<file path="src/rtl/cpu_defines.svh">
// shared width, reset and encoding macros for the two-stage rv64 core
`ifndef CPU_DEFINES_SVH
`define CPU_DEFINES_SVH

// datapath and address width, rv64
`define CPU_XLEN 64

// every instruction is one 32-bit word, no compressed encodings
`define CPU_ILEN 32

// register index width, 32 integer registers
`define CPU_REG_ADDR_W 5

// program counter after reset
`define CPU_RESET_PC 64'h0000_0000_0000_0000

// addi x0, x0, 0
// the fetch register holds this after reset so the first execute cycle does nothing
`define CPU_NOP_INSTR 32'h0000_0013

// default pc step and jal link offset
`define CPU_INSTR_BYTES 4

`endif

</file>
<file path="src/rtl/cpu_pkg.sv">
// types shared between fetch, decode, register file and execute
`include "cpu_defines.svh"

package cpu_pkg;

    // major opcodes of the supported subset
    typedef enum logic [6:0] {
        OPC_LUI    = 7'b0110111,
        OPC_AUIPC  = 7'b0010111,
        OPC_OP_IMM = 7'b0010011,  // addi only
        OPC_OP     = 7'b0110011,  // add, sub
        OPC_LOAD   = 7'b0000011,  // lb, ld
        OPC_STORE  = 7'b0100011,  // sd
        OPC_BRANCH = 7'b1100011,  // beq, bne
        OPC_JAL    = 7'b1101111
    } opcode_e;

    typedef enum logic [1:0] {
        ALU_ADD    = 2'b00,  // rs1 + operand b
        ALU_SUB    = 2'b01,  // rs1 - operand b
        ALU_PASS_B = 2'b10,  // lui result is the immediate itself
        ALU_ADD_PC = 2'b11   // auipc and jal link
    } alu_op_e;

    typedef enum logic {
        MEM_BYTE   = 1'b0,
        MEM_DOUBLE = 1'b1
    } mem_size_e;

    typedef enum logic [1:0] {
        BR_NONE = 2'b00,
        BR_EQ   = 2'b01,
        BR_NE   = 2'b10,
        BR_JUMP = 2'b11  // unconditional
    } branch_e;

    // fetch register contents
    typedef struct packed {
        logic                   valid;  // low means bubble
        logic [`CPU_XLEN-1:0]   pc;
        logic [`CPU_ILEN-1:0]   instr;
    } fetch_packet_t;

    typedef struct packed {
        logic [`CPU_REG_ADDR_W-1:0] rd;
        logic [`CPU_REG_ADDR_W-1:0] rs1;
        logic [`CPU_REG_ADDR_W-1:0] rs2;
        logic [`CPU_XLEN-1:0]       imm;  // already sign extended
        alu_op_e                    alu_op;
        logic                       use_imm;
        logic                       reg_write;
        logic                       mem_read;
        logic                       mem_write;
        mem_size_e                  mem_size;
        branch_e                    branch;
    } decoded_instr_t;

    typedef struct packed {
        logic                       en;
        logic [`CPU_REG_ADDR_W-1:0] addr;
        logic [`CPU_XLEN-1:0]       data;
    } writeback_t;

    typedef struct packed {
        logic                 valid;
        logic [`CPU_XLEN-1:0] target;
    } redirect_t;

endpackage

</file>
<file path="src/rtl/fetch_stage.sv">
// fetch stage holding the program counter and the fetch register, flushed on redirect
`timescale 1ns/100ps
`include "cpu_defines.svh"

module fetch_stage (
    input  logic                    i_clk_1hz,
    input  logic                    i_reset_n,
    input  cpu_pkg::redirect_t      i_redirect,   // taken branch or jal from execute
    input  logic [`CPU_ILEN-1:0]    i_imem_data,  // instruction at o_imem_addr, same cycle
    output logic [`CPU_XLEN-1:0]    o_imem_addr,
    output cpu_pkg::fetch_packet_t  o_fetch
);

    logic [`CPU_XLEN-1:0] pc_q;
    logic [`CPU_XLEN-1:0] pc_next;

    assign o_imem_addr = pc_q;  // memory answers combinationally

    // redirect wins over the default step
    always_comb begin
        if (i_redirect.valid) begin
            pc_next = i_redirect.target;
        end else begin
            pc_next = pc_q + `CPU_XLEN'(`CPU_INSTR_BYTES);
        end
    end

    always_ff @(posedge i_clk_1hz or negedge i_reset_n) begin
        if (!i_reset_n) begin
            pc_q          <= `CPU_RESET_PC;
            o_fetch.valid <= 1'b0;
            o_fetch.pc    <= `CPU_RESET_PC;
            o_fetch.instr <= `CPU_NOP_INSTR;  // nop until the first real capture
        end else begin
            pc_q <= pc_next;
            // the word fetched alongside a taken branch is on the wrong path
            // so it is captured as a bubble
            o_fetch.valid <= !i_redirect.valid;
            o_fetch.pc    <= pc_q;
            o_fetch.instr <= i_imem_data;
        end
    end

endmodule

</file>
<file path="config.mk">
export PLATFORM = sky130hd
export DESIGN_NAME = fetch_stage
export DESIGN_NICKNAME = d
export VERILOG_FILES = /design/src/rtl/cpu_pkg.sv /design/src/rtl/fetch_stage.sv
export VERILOG_INCLUDE_DIRS = /design/src /design/src/rtl
export SDC_FILE = /design/constraint.sdc
export NUM_CORES = 1
export LEC_CHECK = 0
export ABC_CLOCK_PERIOD_IN_PS = 7150
export BUFFER_PORTS_ARGS = -buffer_cell sky130_fd_sc_hd__buf_2
export CAP_MARGIN = 20
export CORE_MARGIN = 2
export CORE_UTILIZATION = 35
export DETAILED_ROUTE_END_ITERATION = 6
export PLACE_DENSITY = 0.64
export RECOVER_POWER = 50
export SLEW_MARGIN = 20
export SYNTH_ARGS = -nofsm -noshare
export SYNTH_HDL_FRONTEND = slang
export SYNTH_SLANG_ARGS = --single-unit
</file>
<file path="constraint.sdc">
create_clock -name i_clk_1hz -period 7.15 [get_ports i_clk_1hz]
set_input_delay 2.145 -clock i_clk_1hz [delete_from_list [all_inputs] [get_ports i_clk_1hz]]
set_output_delay 2.145 -clock i_clk_1hz [all_outputs]
set_load 0.05 [all_outputs]
</file>
# [Word-level counts from Yosys, hierarchy flattened]
# Cells that the tools add are included.
[op_classes] n_eq_ne=0 n_reduce_logical=1 n_lt_le_gt_ge=0 div=0 mul=0 add_sub_neg=1 bitwise=0 mux=1 n_shift=0
[op_table] cell="adder 64 x 3 -> 64 bit (second input constant)" count=1
[op_table] cell="two-way mux 64 bit" count=1
[op_table] cell="zero test 1 bit" count=1
[word_totals] wordCells=7 romBits=0 ramBits=0 regBits=161 latch_bits=0 output_inout_bits=161 inputBits=99 memories=0

# [Logic depth before layout (Yosys ltp)]
# Gate-level depths: netlist of run 1.
[logic_depth] depth_word=2 depth_mapped=7 mapped_depth_nobuf=6

# [Worst setup path before layout of run 1]
# No wires, ideal clock.
[synth_path] kind="input to register" startpoint="in i_redirect[64] in the netlist's numbering" endpoint="reg pc_q[50], in the netlist o_imem_addr[50]" setup_slack_ps=3510 setup_ps=141 n_path_buf=2 stages=5 required_time_ps=7009 t_arrival_ps=3499 path_cell_list="clkbuf_1 > clkinv_1 > dlygate4sd3_1 > nor2_1 > a31oi_1"
[synth_via] elab_chain_cells=1
[synth_rtl] item="from (decl)" line_no="fetch_stage.sv:8" source="input cpu_pkg::redirect_t i_redirect,"
[synth_rtl] item="two-way mux 64 bit" line_no="fetch_stage.sv:21" source="if (i_redirect.valid) begin"
[synth_rtl] item="net pc_next[50]" line_no="fetch_stage.sv:15" source="logic [`CPU_XLEN-1:0] pc_next;"
[synth_rtl] item="to (signal assigned)" line_no="fetch_stage.sv:30" source="pc_q <= `CPU_RESET_PC;"
[synth_rtl] item="to (signal assigned)" line_no="fetch_stage.sv:35" source="pc_q <= pc_next;"
[synth_rtl] item="to (decl)" line_no="fetch_stage.sv:14" source="logic [`CPU_XLEN-1:0] pc_q;"
# The timed path passes the listed nets, and every way through them passes these cells.

==> out/summary.txt, run 1 <==
Status = finished, violations left
Failing checks = max-capacitance violations, max-slew violations
Crit path largest cell delay = 1.88 ns
Setup ws final = 2.72 ns
Seq/Total Area, Yosys = 66.1%
Post_cts resized = 0
Fin Hold WS = 0.393 ns
Final-report max-slew violation count = 112
Setup_tns = 0 ns
Largest net degree at the start of global routing = 112
Hold Path Stages = 0
Post-CTS Setup Repair Bufs = 0
Flops & latches, synth = 161
Crit Path Max Fanout = 111
Die Ht = 136 microns
Final min period = 4.43 ns
Total Die Area = 18500 sq um
# diodes = 0
CP top delay family = buffers and inverters
IO Pins = 260
Via/cell ratio = 4.85
Ordered list of cells on the worst path = clkbuf_2, buf_4
Slowest cell on crit path = clkbuf_2
PortBufs = 259
CTS tree = built
Pwr/cell area = 295 nW/um^2
Top FF cell, synth = dfrtp_1
Initial DRC Count = 198
RR Endpoint = o_imem_addr[57]
GRT overflow = 0
Area Growth Syn to Fin = 33.8%
Max Freq = 226 MHz
CTS Hold Bufs = 0
FP Rows = 48
Detailed placer's ending HPWL = 12000 microns
DRC = 0
Root Buffer = clkbuf_16
Worst slew margin = -80.6%
Worst Tran Pin Value = 2.71 ns
ANT nets after route = 0
Drt pass-1 iters = 4
Post-Syn Nets = 628
Crit Path Class = input pin to asynchronous set/reset pin
DP Worst Slack = 3.50 ns
Critical Path RT = 7.65 ns
RSZ-0062 raised after global routing = no
Global-route usage over all layers = 17.8%
Placer Congestion = 0.736
Post-Syn Instances = 528
Worst Skew = 0.0116 ns
Fin. Hold Viols = 0
Clock sink total = 161
Leakage = 3.74 nW
CORE AREA = 17200 sq um
Fin nets = 888
Unique masters post-synth = 36
Mapped Area = 6100 sq um
Initial core utilization = 35.5%
Worst Reg2Reg Path Length in Cells = 5
Hold endpoint = o_fetch[32]
Clock tree buffer depth = 2
Worst r2r src = o_imem_addr[6]
Die W = 136 microns
Critical path startpoint category = input pin
Endpoint class of the critical path = asynchronous set/reset pin
VDD IR max = 154 uV
Post-synth ARST share = 100%
Min-delay src = o_imem_addr[0]
Crit path DAT = 4.93 ns
Max cap viols = 2
Yosys warnings = 0
CTS buffer count = 17
Tcrit/Tclk final = 62.0%
Internal reg-to-reg setup slack = 4.18 ns
Global-route wire length before repair = 25100 microns
Crit path buf inv count = 2
Vias in the first global route = 4576
Share of layout cells above drive strength 1 = 37.8%
Clock latency on the worst-skew pair = 0.42 ns
H-tree Lvls = 4
Antenna violations before repair = 0
Final setup viols = 0
Routed wire per std cell = 16.1 microns
Syn_area_per_cell = 11.6 sq um
Final WL = 16500 microns
Clock transition at path regs = 0.06 ns
HP Class = flip-flop to flip-flop
Routed vias = 4973
Post-synth EDFFs = 0
-- Yosys cell counts, drive strengths merged (3+ instances only) --
master,instances,area [sq um]
mux2,3,33.8
dfstp,3,78.8
and4,5,45.0
dfrtp,158,3950
or4,12,90.1
o31ai,5,37.5
xor2,7,61.3
nor2,22,82.6
xnor2,36,315
nand3,23,115
nand4,16,100
or3,14,88.8
and3,11,70.1
nand2,67,251
clkbuf,19,71.3
a31oi,16,100
o21ai,55,275
buf,3,21.3
inv,10,37.5
nor3,13,65.1
nor4,17,106
-- metal layers --
metal	vias to the layer above	part of all wire, %	global-route usage (%)
met5	-	0	0
met4	0	1.0	6.02
met3	11	7.6	5.18
met2	200	48	28.4
met1	2371	43	23.3
li1	2391	-	-
-- cell usage in the layout (no fill, tap or decap), types with 2 or more instances in the layout --
cell type	instances
buf_2	254
dfrtp_1	158
nand2_1	67
o21ai_0	55
xnor2_1	36
nand3_1	23
nor2_1	22
nor4_1	17
clkbuf_16	17
nand4_1	16
a31oi_1	16
or3_1	13
nor3_1	13
or4_1	12
and3_1	10
inv_1	10
xor2_1	7
o31ai_1	5
inv_6	5
clkinv_4	5
clkbuf_1	5
and4_1	4
buf_4	4
mux2_2	3
dfstp_2	3
or2_2	2
nor4b_1	2
clkinv_2	2
inv_8	2
-- report_power, final --
part / internal [W] / leakage, nW / switching (W) / total [W]
registers: 0.000989 / 1.90 / 0.0000691 / 0.00106
clock network: 0.000465 / 0.280 / 0.000392 / 0.000857
logic: 0.000110 / 1.56 / 0.000387 / 0.000497
-- state kept, by name, indices dropped and copies added (netlist names) --
signal       count
o_fetch         97
o_imem_addr     64
-- kinds of logic after synthesis --
group / synth area share, %
DFF: 66.1
buffers and inverters: 2.36
AOI/OAI and AO/OA: 7.15
adders and majority gates: 0.205
and+or+nand+nor: 17.5
xor gates and xnor gates: 6.17
muxes: 0.553
-- per-stage QoR --
step,utilization [%],area [sq um],power [W],instances
2_1_floorplan,-,6100,0.00141,528
3_3_place_gp,44.4,7620,0.00157,994
3_5_place_dp,44.4,7620,0.00158,994
4_1_cts,47.6,8180,0.00245,1026
5_1_grt,47.5,8170,0.00252,1026
6_report,47.5,8170,0.00241,1026
-- area by class of cell --
type	instances	area, sq um
fillers	1661	9010
clock buffers	18	439
repair buffers	264	1330
clock inverters	14	120
multi-input cells	333	1930
well taps	225	282
flip-flops and latches	161	4030
inverters	11	41.3
-- worst max path at each step --
stage,cells after the start,slack [ns],startpoint,end
4_1_cts,1,3.74,o_imem_addr[4],o_imem_addr[4]
5_1_grt,2,2.13,i_reset_n,o_fetch[39]
6_report,2,2.72,i_reset_n,o_fetch[36]
3_3_place_gp,2,3.52,i_reset_n,o_imem_addr[63]
2_1_floorplan,5,3.51,i_redirect[64],o_imem_addr[50]
3_5_place_dp,2,3.50,i_reset_n,o_imem_addr[59]
(Power assumes the default switching activity.)
==> run 2, diff against run 1 <==
--- a/config.mk
+++ b/config.mk
@@ -6,13 +6,14 @@
 export SDC_FILE = /design/constraint.sdc
 export NUM_CORES = 1
 export LEC_CHECK = 0
-export ABC_CLOCK_PERIOD_IN_PS = 7150
+export ABC_AREA = 1
+export ABC_CLOCK_PERIOD_IN_PS = 3950
 export BUFFER_PORTS_ARGS = -buffer_cell sky130_fd_sc_hd__buf_2
 export CAP_MARGIN = 20
 export CORE_MARGIN = 2
 export CORE_UTILIZATION = 35
 export DETAILED_ROUTE_END_ITERATION = 6
-export PLACE_DENSITY = 0.64
+export PLACE_DENSITY = 0.65
 export RECOVER_POWER = 50
 export SLEW_MARGIN = 20
 export SYNTH_ARGS = -nofsm -noshare
==> constraint.sdc (replaced) <==
create_clock -name i_clk_1hz -period 3.95 [get_ports i_clk_1hz]
set_input_delay 1.185 -clock i_clk_1hz [delete_from_list [all_inputs] [get_ports i_clk_1hz]]
set_output_delay 1.185 -clock i_clk_1hz [all_outputs]
set_load 0.05 [all_outputs]
==> run 2 against run 1 <==
Net effect: the run still ends with max-capacitance violations, max-slew violations left; via count increased by 20%; die area increased by 11%; utilization increased by 0.10 points; area after synthesis increased by 11%; first-iteration DRC count increased by 77%; cell area increased by 9.9%; cell count increased by 29%; wire length increased by 23%; critical path type unchanged.
==> out/summary.txt, run 2 <==
Status = finished, violations left
Failing checks = max-capacitance violations, max-slew violations
Fin nets = 1145 (+29%)
CTS tree = built
Post-CTS Setup Repair Bufs = 0 (unchanged)
Synth top area cells = dfrtp_1 58%, nand2_1 16%, nor2_1 6.0%
Crit Path Class = input pin to asynchronous set/reset pin
CTS buffer count = 17 (unchanged)
Crit path largest cell delay = 1.18 ns (-0.70 ns)
Mapped Area = 6780 sq um (+11%)
Clock group share of total power = 36.6% (+1.1 points)
Top FF cell, synth = dfrtp_1
Worst r2r src = o_imem_addr[2]
Flops & latches, synth = 161 (unchanged)
Hold endpoint = o_fetch[32]
Unique masters post-synth = 25 (-31%)
Routed vias = 5950 (+20%)
Initial core utilization = 36.0% (+0.45 points)
Hold Path Stages = 0 (unchanged)
HP Class = flip-flop to flip-flop
Routed wire per std cell = 15.4 microns (-4.0%)
DP Worst Slack = 1.39 ns (-2.11 ns)
Post_cts resized = 0 (unchanged)
Crit Path Max Fanout = 69 (-38%)
Initial DRC Count = 350 (+77%)
Post-synth EDFFs = 0 (unchanged)
Worst Skew = 0.0121 ns (+0.000486 ns)
Psw = 0.00151 W (+78%)
Internal = 0.00296 W (+89%)
Largest net degree at the start of global routing = 89 (-21%)
Detailed placer's ending HPWL = 15800 microns (+32%)
Vias in the first global route = 5779 (+26%)
Total Die Area = 20500 sq um (+11%)
Area Growth Syn to Fin = 32.4%
CORE AREA = 18800 sq um (+9.6%)
Max Freq = 360 MHz
Setup ws final = 1.17 ns (-1.54 ns)
Most used cell, CP = clkbuf_2
Share of layout cells above drive strength 1 = 30.3% (-7.5 points)
Yosys warnings = 0 (unchanged)
RR Endpoint = o_imem_addr[62]
Max cap viols = 1 (-1)
Final min period = 2.78 ns
Via/cell ratio = 4.51 (-6.9%)
ANT nets after route = 0 (unchanged)
Total Power = 0.00446 W (+85%)
CTS Hold Bufs = 0 (unchanged)
GRT overflow = 0 (unchanged)
Placer Congestion = 0.919 (+25%)
Antenna violations before repair = 1 (+1)
Global-route usage over all layers = 20.1% (+2.3 points)
PortBufs = 259 (unchanged)
Worst slew margin = -12.9% (+68 points)
Biggest register = o_fetch
Commonest non-fill, non-tap cells in the layout = 281 x nand2_1, 257 x buf_2, 158 x dfrtp_1
Die Ht = 143 microns (+5.2%)
Die W = 143 microns (+5.2%)
Internal reg-to-reg setup slack = 2.05 ns (-2.13 ns)
Most common cell after layout, fill and taps aside = nand2_1
Worst Tran Pin Value = 1.69 ns (-1.01 ns)
Tcrit/Tclk final = 70.3%
Final-report max-slew violation count = 69 (-38%)
Post-Syn Nets = 877 (+40%)
Ordered list of cells on the worst path = clkbuf_2, clkbuf_2
Critical path startpoint category = input pin
Post-Syn Instances = 777 (+47%)
DRC = 0 (unchanged)
Synth cell count leaders = 281 x nand2_1, 158 x dfrtp_1, 108 x nor2_1
Clock tree buffer depth = 2 (unchanged)
Most common cell in the netlist = nand2_1
RSZ-0062 raised after global routing = no
Clock latency on the worst-skew pair = 0.42 ns (about the same)
Fin. Hold Viols = 0 (unchanged)
Leakage = 4.57 nW (+22%)
Global-route wire length before repair = 31300 microns (+25%)
Min-delay src = o_imem_addr[0]
Crit path buf inv count = 2 (unchanged)
Seq/Total Area, Yosys = 59.5% (-6.6 points)
H-tree Lvls = 4 (unchanged)
Combinational Power Share = 20.5% (about the same)
Crit path DAT = 3.23 ns (-1.70 ns)
Final WL = 20400 microns (+23%)
Syn_area_per_cell = 8.72 sq um (-25%)
Root Buffer = clkbuf_16
IO Pins = 260 (unchanged)
Post-synth ARST share = 100% (unchanged)
Final setup viols = 0 (unchanged)
Clock transition at path regs = 0.06 ns (about the same)
Sequential group share of total power = 42.8% (-1.1 points)
Endpoint class of the critical path = asynchronous set/reset pin
Drt pass-1 iters = 5 (+1)
VDD IR max = 281 uV (+82%)
Worst Reg2Reg Path Length in Cells = 10 (+5)
Yosys top cell area share = 58.3% (-6.4 points)
Sw Ratio = 33.8% (-1.4 points)
FP Rows = 50 (+4.2%)
Clock sink total = 161 (unchanged)
Critical Path RT = 4.41 ns (-3.24 ns)
Max reg flops = 97 (unchanged)
Dominant cell type by area after synthesis = dfrtp_1
Slowest cell on crit path = clkbuf_2
CP top delay family = buffers and inverters
Pwr/cell area = 497 nW/um^2 (+68%)
Setup_tns = 0 ns (unchanged)
## run 2: metal layers
metal  routed length, microns  vias up  GRT usage (%)
li1                         -     2966              -
met2                     9560      195           32.0
met3                     1280       12           4.86
met4                      248        0           5.11
met1                     9260     2777           27.7
met5                        0        -              0
## run 2: metrics by stage
| step | hold WS (ns) | cells | area [sq um] | util, % |
|---|---|---|---|---|
| CTS | 0.424 | 1318 | 8980 | 47.7 |
| global route | 0.432 | 1318 | 8970 | 47.6 |
| detailed placement | 0.398 | 1286 | 8390 | 44.6 |
| finish | 0.420 | 1319 | 8970 | 47.6 |
| floorplan | 0.684 | 777 | 6780 | - |
| global placement | 0.406 | 1286 | 8390 | 44.6 |
## run 2: worst max path at each step
stage,slack [ns],end,cells past startpoint,startpoint
after global routing,0.71,o_imem_addr[52],2,i_reset_n
after floorplan,1.90,o_imem_addr[41],5,i_redirect[64]
final,1.17,o_imem_addr[52],2,i_reset_n
after CTS,1.44,o_imem_addr[61],1,o_imem_addr[61]
after global placement,1.47,o_imem_addr[48],5,i_redirect[64]
after detailed placement,1.39,o_imem_addr[34],5,i_redirect[64]
## run 2: area by class of cell
cell class	instances	area (sq um)
fill	1875	9860
timing repair buffer	263	1340
clock buffer	21	460
inverter	55	206
clock inverter	11	129
antenna	1	2.50
multi-input combinational	547	2480
tap	260	325
sequential	161	4030
## run 2: logic make-up (layout without fill, tap and decap cells)
logic type	count (synthesis)	in the layout	share of synthesized area, %
and+or+nand+nor	472	472	29.2
DFF	161	161	59.5
buffers and inverters	69	350	3.88
AOI/OAI and AO/OA	50	50	4.17
xor gates and xnor gates	24	24	3.10
adders and majority gates	1	1	0.185
other	0	1	0
## run 2: power by group through the flow
stage               clock network (W)  registers [W]  logic [W]
CTS                           0.00168        0.00191   0.000925
floorplan                           0        0.00241   0.000155
detailed placement                  0        0.00194   0.000923
global route                  0.00174        0.00193   0.000971
finish                        0.00164        0.00191   0.000916
global placement                    0        0.00194   0.000915
==> run 3, diff against run 2 <==
--- a/config.mk
+++ b/config.mk
@@ -7,7 +7,7 @@
 export NUM_CORES = 1
 export LEC_CHECK = 0
 export ABC_AREA = 1
-export ABC_CLOCK_PERIOD_IN_PS = 3950
+export ABC_CLOCK_PERIOD_IN_PS = 2400
 export BUFFER_PORTS_ARGS = -buffer_cell sky130_fd_sc_hd__buf_2
 export CAP_MARGIN = 20
 export CORE_MARGIN = 2
==> constraint.sdc (replaced) <==
create_clock -name i_clk_1hz -period 2.4 [get_ports i_clk_1hz]
set_input_delay 0.72 -clock i_clk_1hz [delete_from_list [all_inputs] [get_ports i_clk_1hz]]
set_output_delay 0.72 -clock i_clk_1hz [all_outputs]
set_load 0.05 [all_outputs]
==> run 3 against run 2 <==
Net effect: the run now ends clean; clock skew up 0.0021 ns; register-to-register slack worse by 1.5 ns; power up 67%; largest cell class unchanged; die area unchanged; sequential share of layout area down 0.15 points.
==> out/summary.txt, run 3 (synthesized netlist as in run 2, its figures left out) <==
DRC = 0 (unchanged)
Detailed placer's ending HPWL = 16500 microns (+4.3%)
PortBufs = 259 (unchanged)
DP Worst Slack = 0.517 ns (-0.871 ns)
RSZ-0062 raised after global routing = no
FP Rows = 50 (unchanged)
Die Ht = 143 microns (unchanged)
GRT overflow = 0 (unchanged)
IO Pins = 260 (unchanged)
Worst Tran Pin Value = 1.31 ns (-0.385 ns)
Worst Skew = 0.0142 ns (+0.00215 ns)
Placer Congestion = 0.984 (+7.1%)
Max reg flops = 97 (unchanged)
Critical path origin = o_imem_addr[61]
ANT nets after route = 0 (unchanged)
Largest net degree at the start of global routing = 65 (-27%)
Clock sink total = 161 (unchanged)
Ordered list of cells on the worst path = buf_2
Commonest non-fill, non-tap cells in the layout = 281 x nand2_1, 258 x buf_2, 158 x dfrtp_1
Root Buffer = clkbuf_16
Leakage = 4.60 nW (+0.63%)
CTS Hold Bufs = 0 (unchanged)
CP top delay family = flip-flops
HP Class = input pin to flip-flop
Antenna violations before repair = 0 (-1)
Vias in the first global route = 5918 (+2.4%)
CTS buffer count = 17 (unchanged)
Via/cell ratio = 4.60 (+2.0%)
Dpl cell area = 8440 sq um (+0.57%)
Min-delay src = i_imem_data[1]
VDD IR max = 474 uV (+69%)
Critical Path RT = 1.68 ns (-2.73 ns)
H-tree Lvls = 4 (unchanged)
Crit Path Max Fanout = 6 (-91%)
Clock latency on the worst-skew pair = 0.43 ns (about the same)
Post_cts resized = 0 (unchanged)
Final min period = 2.06 ns
CTS tree = built
Slowest cell on crit path = dfrtp_1
Pwr/cell area = 830 nW/um^2 (+67%)
Crit path DAT = 1.34 ns (-1.89 ns)
Worst slew margin = 12.8% (+26 points)
Fin nets = 1148 (+0.26%)
Drt pass-1 iters = 6 (+1)
Die W = 143 microns (unchanged)
Routed wire per std cell = 16.3 microns (+6.0%)
Fin Hold WS = 0.389 ns (-0.0314 ns)
Initial core utilization = 36.0% (unchanged)
# diodes = 0 (-1)
Clock transition at path regs = 0.07 ns (about the same)
Crit path buf inv count = 1 (-1)
Share of layout cells above drive strength 1 = 30.5% (+0.13 points)
Critical path startpoint category = flip-flop
Area Growth Syn to Fin = 32.8%
Total Die Area = 20500 sq um (unchanged)
Fillers = 1869 (-0.32%)
Final setup viols = 0 (unchanged)
Post-CTS Setup Repair Bufs = 0 (unchanged)
Final WL = 21600 microns (+6.0%)
Global-route usage over all layers = 21.5% (+1.4 points)
CORE AREA = 18800 sq um (unchanged)
Tcrit/Tclk final = 86.0%
Status = finished clean
Max Freq = 485 MHz
Final Util = 47.8% (+0.16 points)
Worst r2r src = o_imem_addr[3]
Biggest register = o_fetch
Fin. Hold Viols = 0 (unchanged)
Global-route wire length before repair = 33100 microns (+5.7%)
Setup_tns = 0 ns (unchanged)
Initial DRC Count = 333 (-4.9%)
Routed vias = 6073 (+2.1%)
Post-Layout Inst Area = 9000 sq um (+0.33%)
Most common cell after layout, fill and taps aside = nand2_1
Setup ws final = 0.337 ns (-0.838 ns)
Crit path largest cell delay = 0.57 ns (-0.61 ns)
Endpoint class of the critical path = output port
Clock tree buffer depth = 2 (unchanged)
Max cap viols = 0 (-1)
Crit Path Class = flip-flop to output port
Final-report max-slew violation count = 0 (-100%)
## run 3: metal layers
metal	GRT usage (%)	wire [microns]
met1	28.9	9460
met2	33.9	10000
met3	6.24	1800
met4	6.20	303
met5	0	0
## run 3: final timing paths
| kind | to | slack [ns] | depth (start not counted) |
|---|---|---|---|
| min reg2reg | o_fetch[33] | 0.41 | 0 |
| min in group asynchronous | o_imem_addr[46] | 0.59 | 1 |
| min | o_fetch[1] | 0.39 | 1 |
| max | o_imem_addr[61] | 0.34 | 1 |
| max reg2reg | o_imem_addr[36] | 0.53 | 10 |
| max in group asynchronous | o_imem_addr[15] | 0.59 | 2 |
## run 3: area by class of cell
type	count	area (sq um)	area share [%]
flip-flops and latches	161	4030	44.8
multi-input cells	547	2480	27.6
repair buffers	266	1370	15.2
clock buffers	19	433	4.81
well taps	260	325	3.61
inverters	55	206	2.29
clock inverters	12	159	1.77
## run 3: where the power goes
group          internal, W  total (W)  switching, W
Combinational     0.000335    0.00153       0.00120
Sequential         0.00294    0.00315      0.000209
Clock              0.00164    0.00280       0.00115
## run 3: stage by stage
step	instances	total power, W
finish	1320	0.00747
global route	1320	0.00778
CTS	1320	0.00756
detailed placement	1289	0.00474
global placement	1289	0.00473
floorplan	777	0.00422
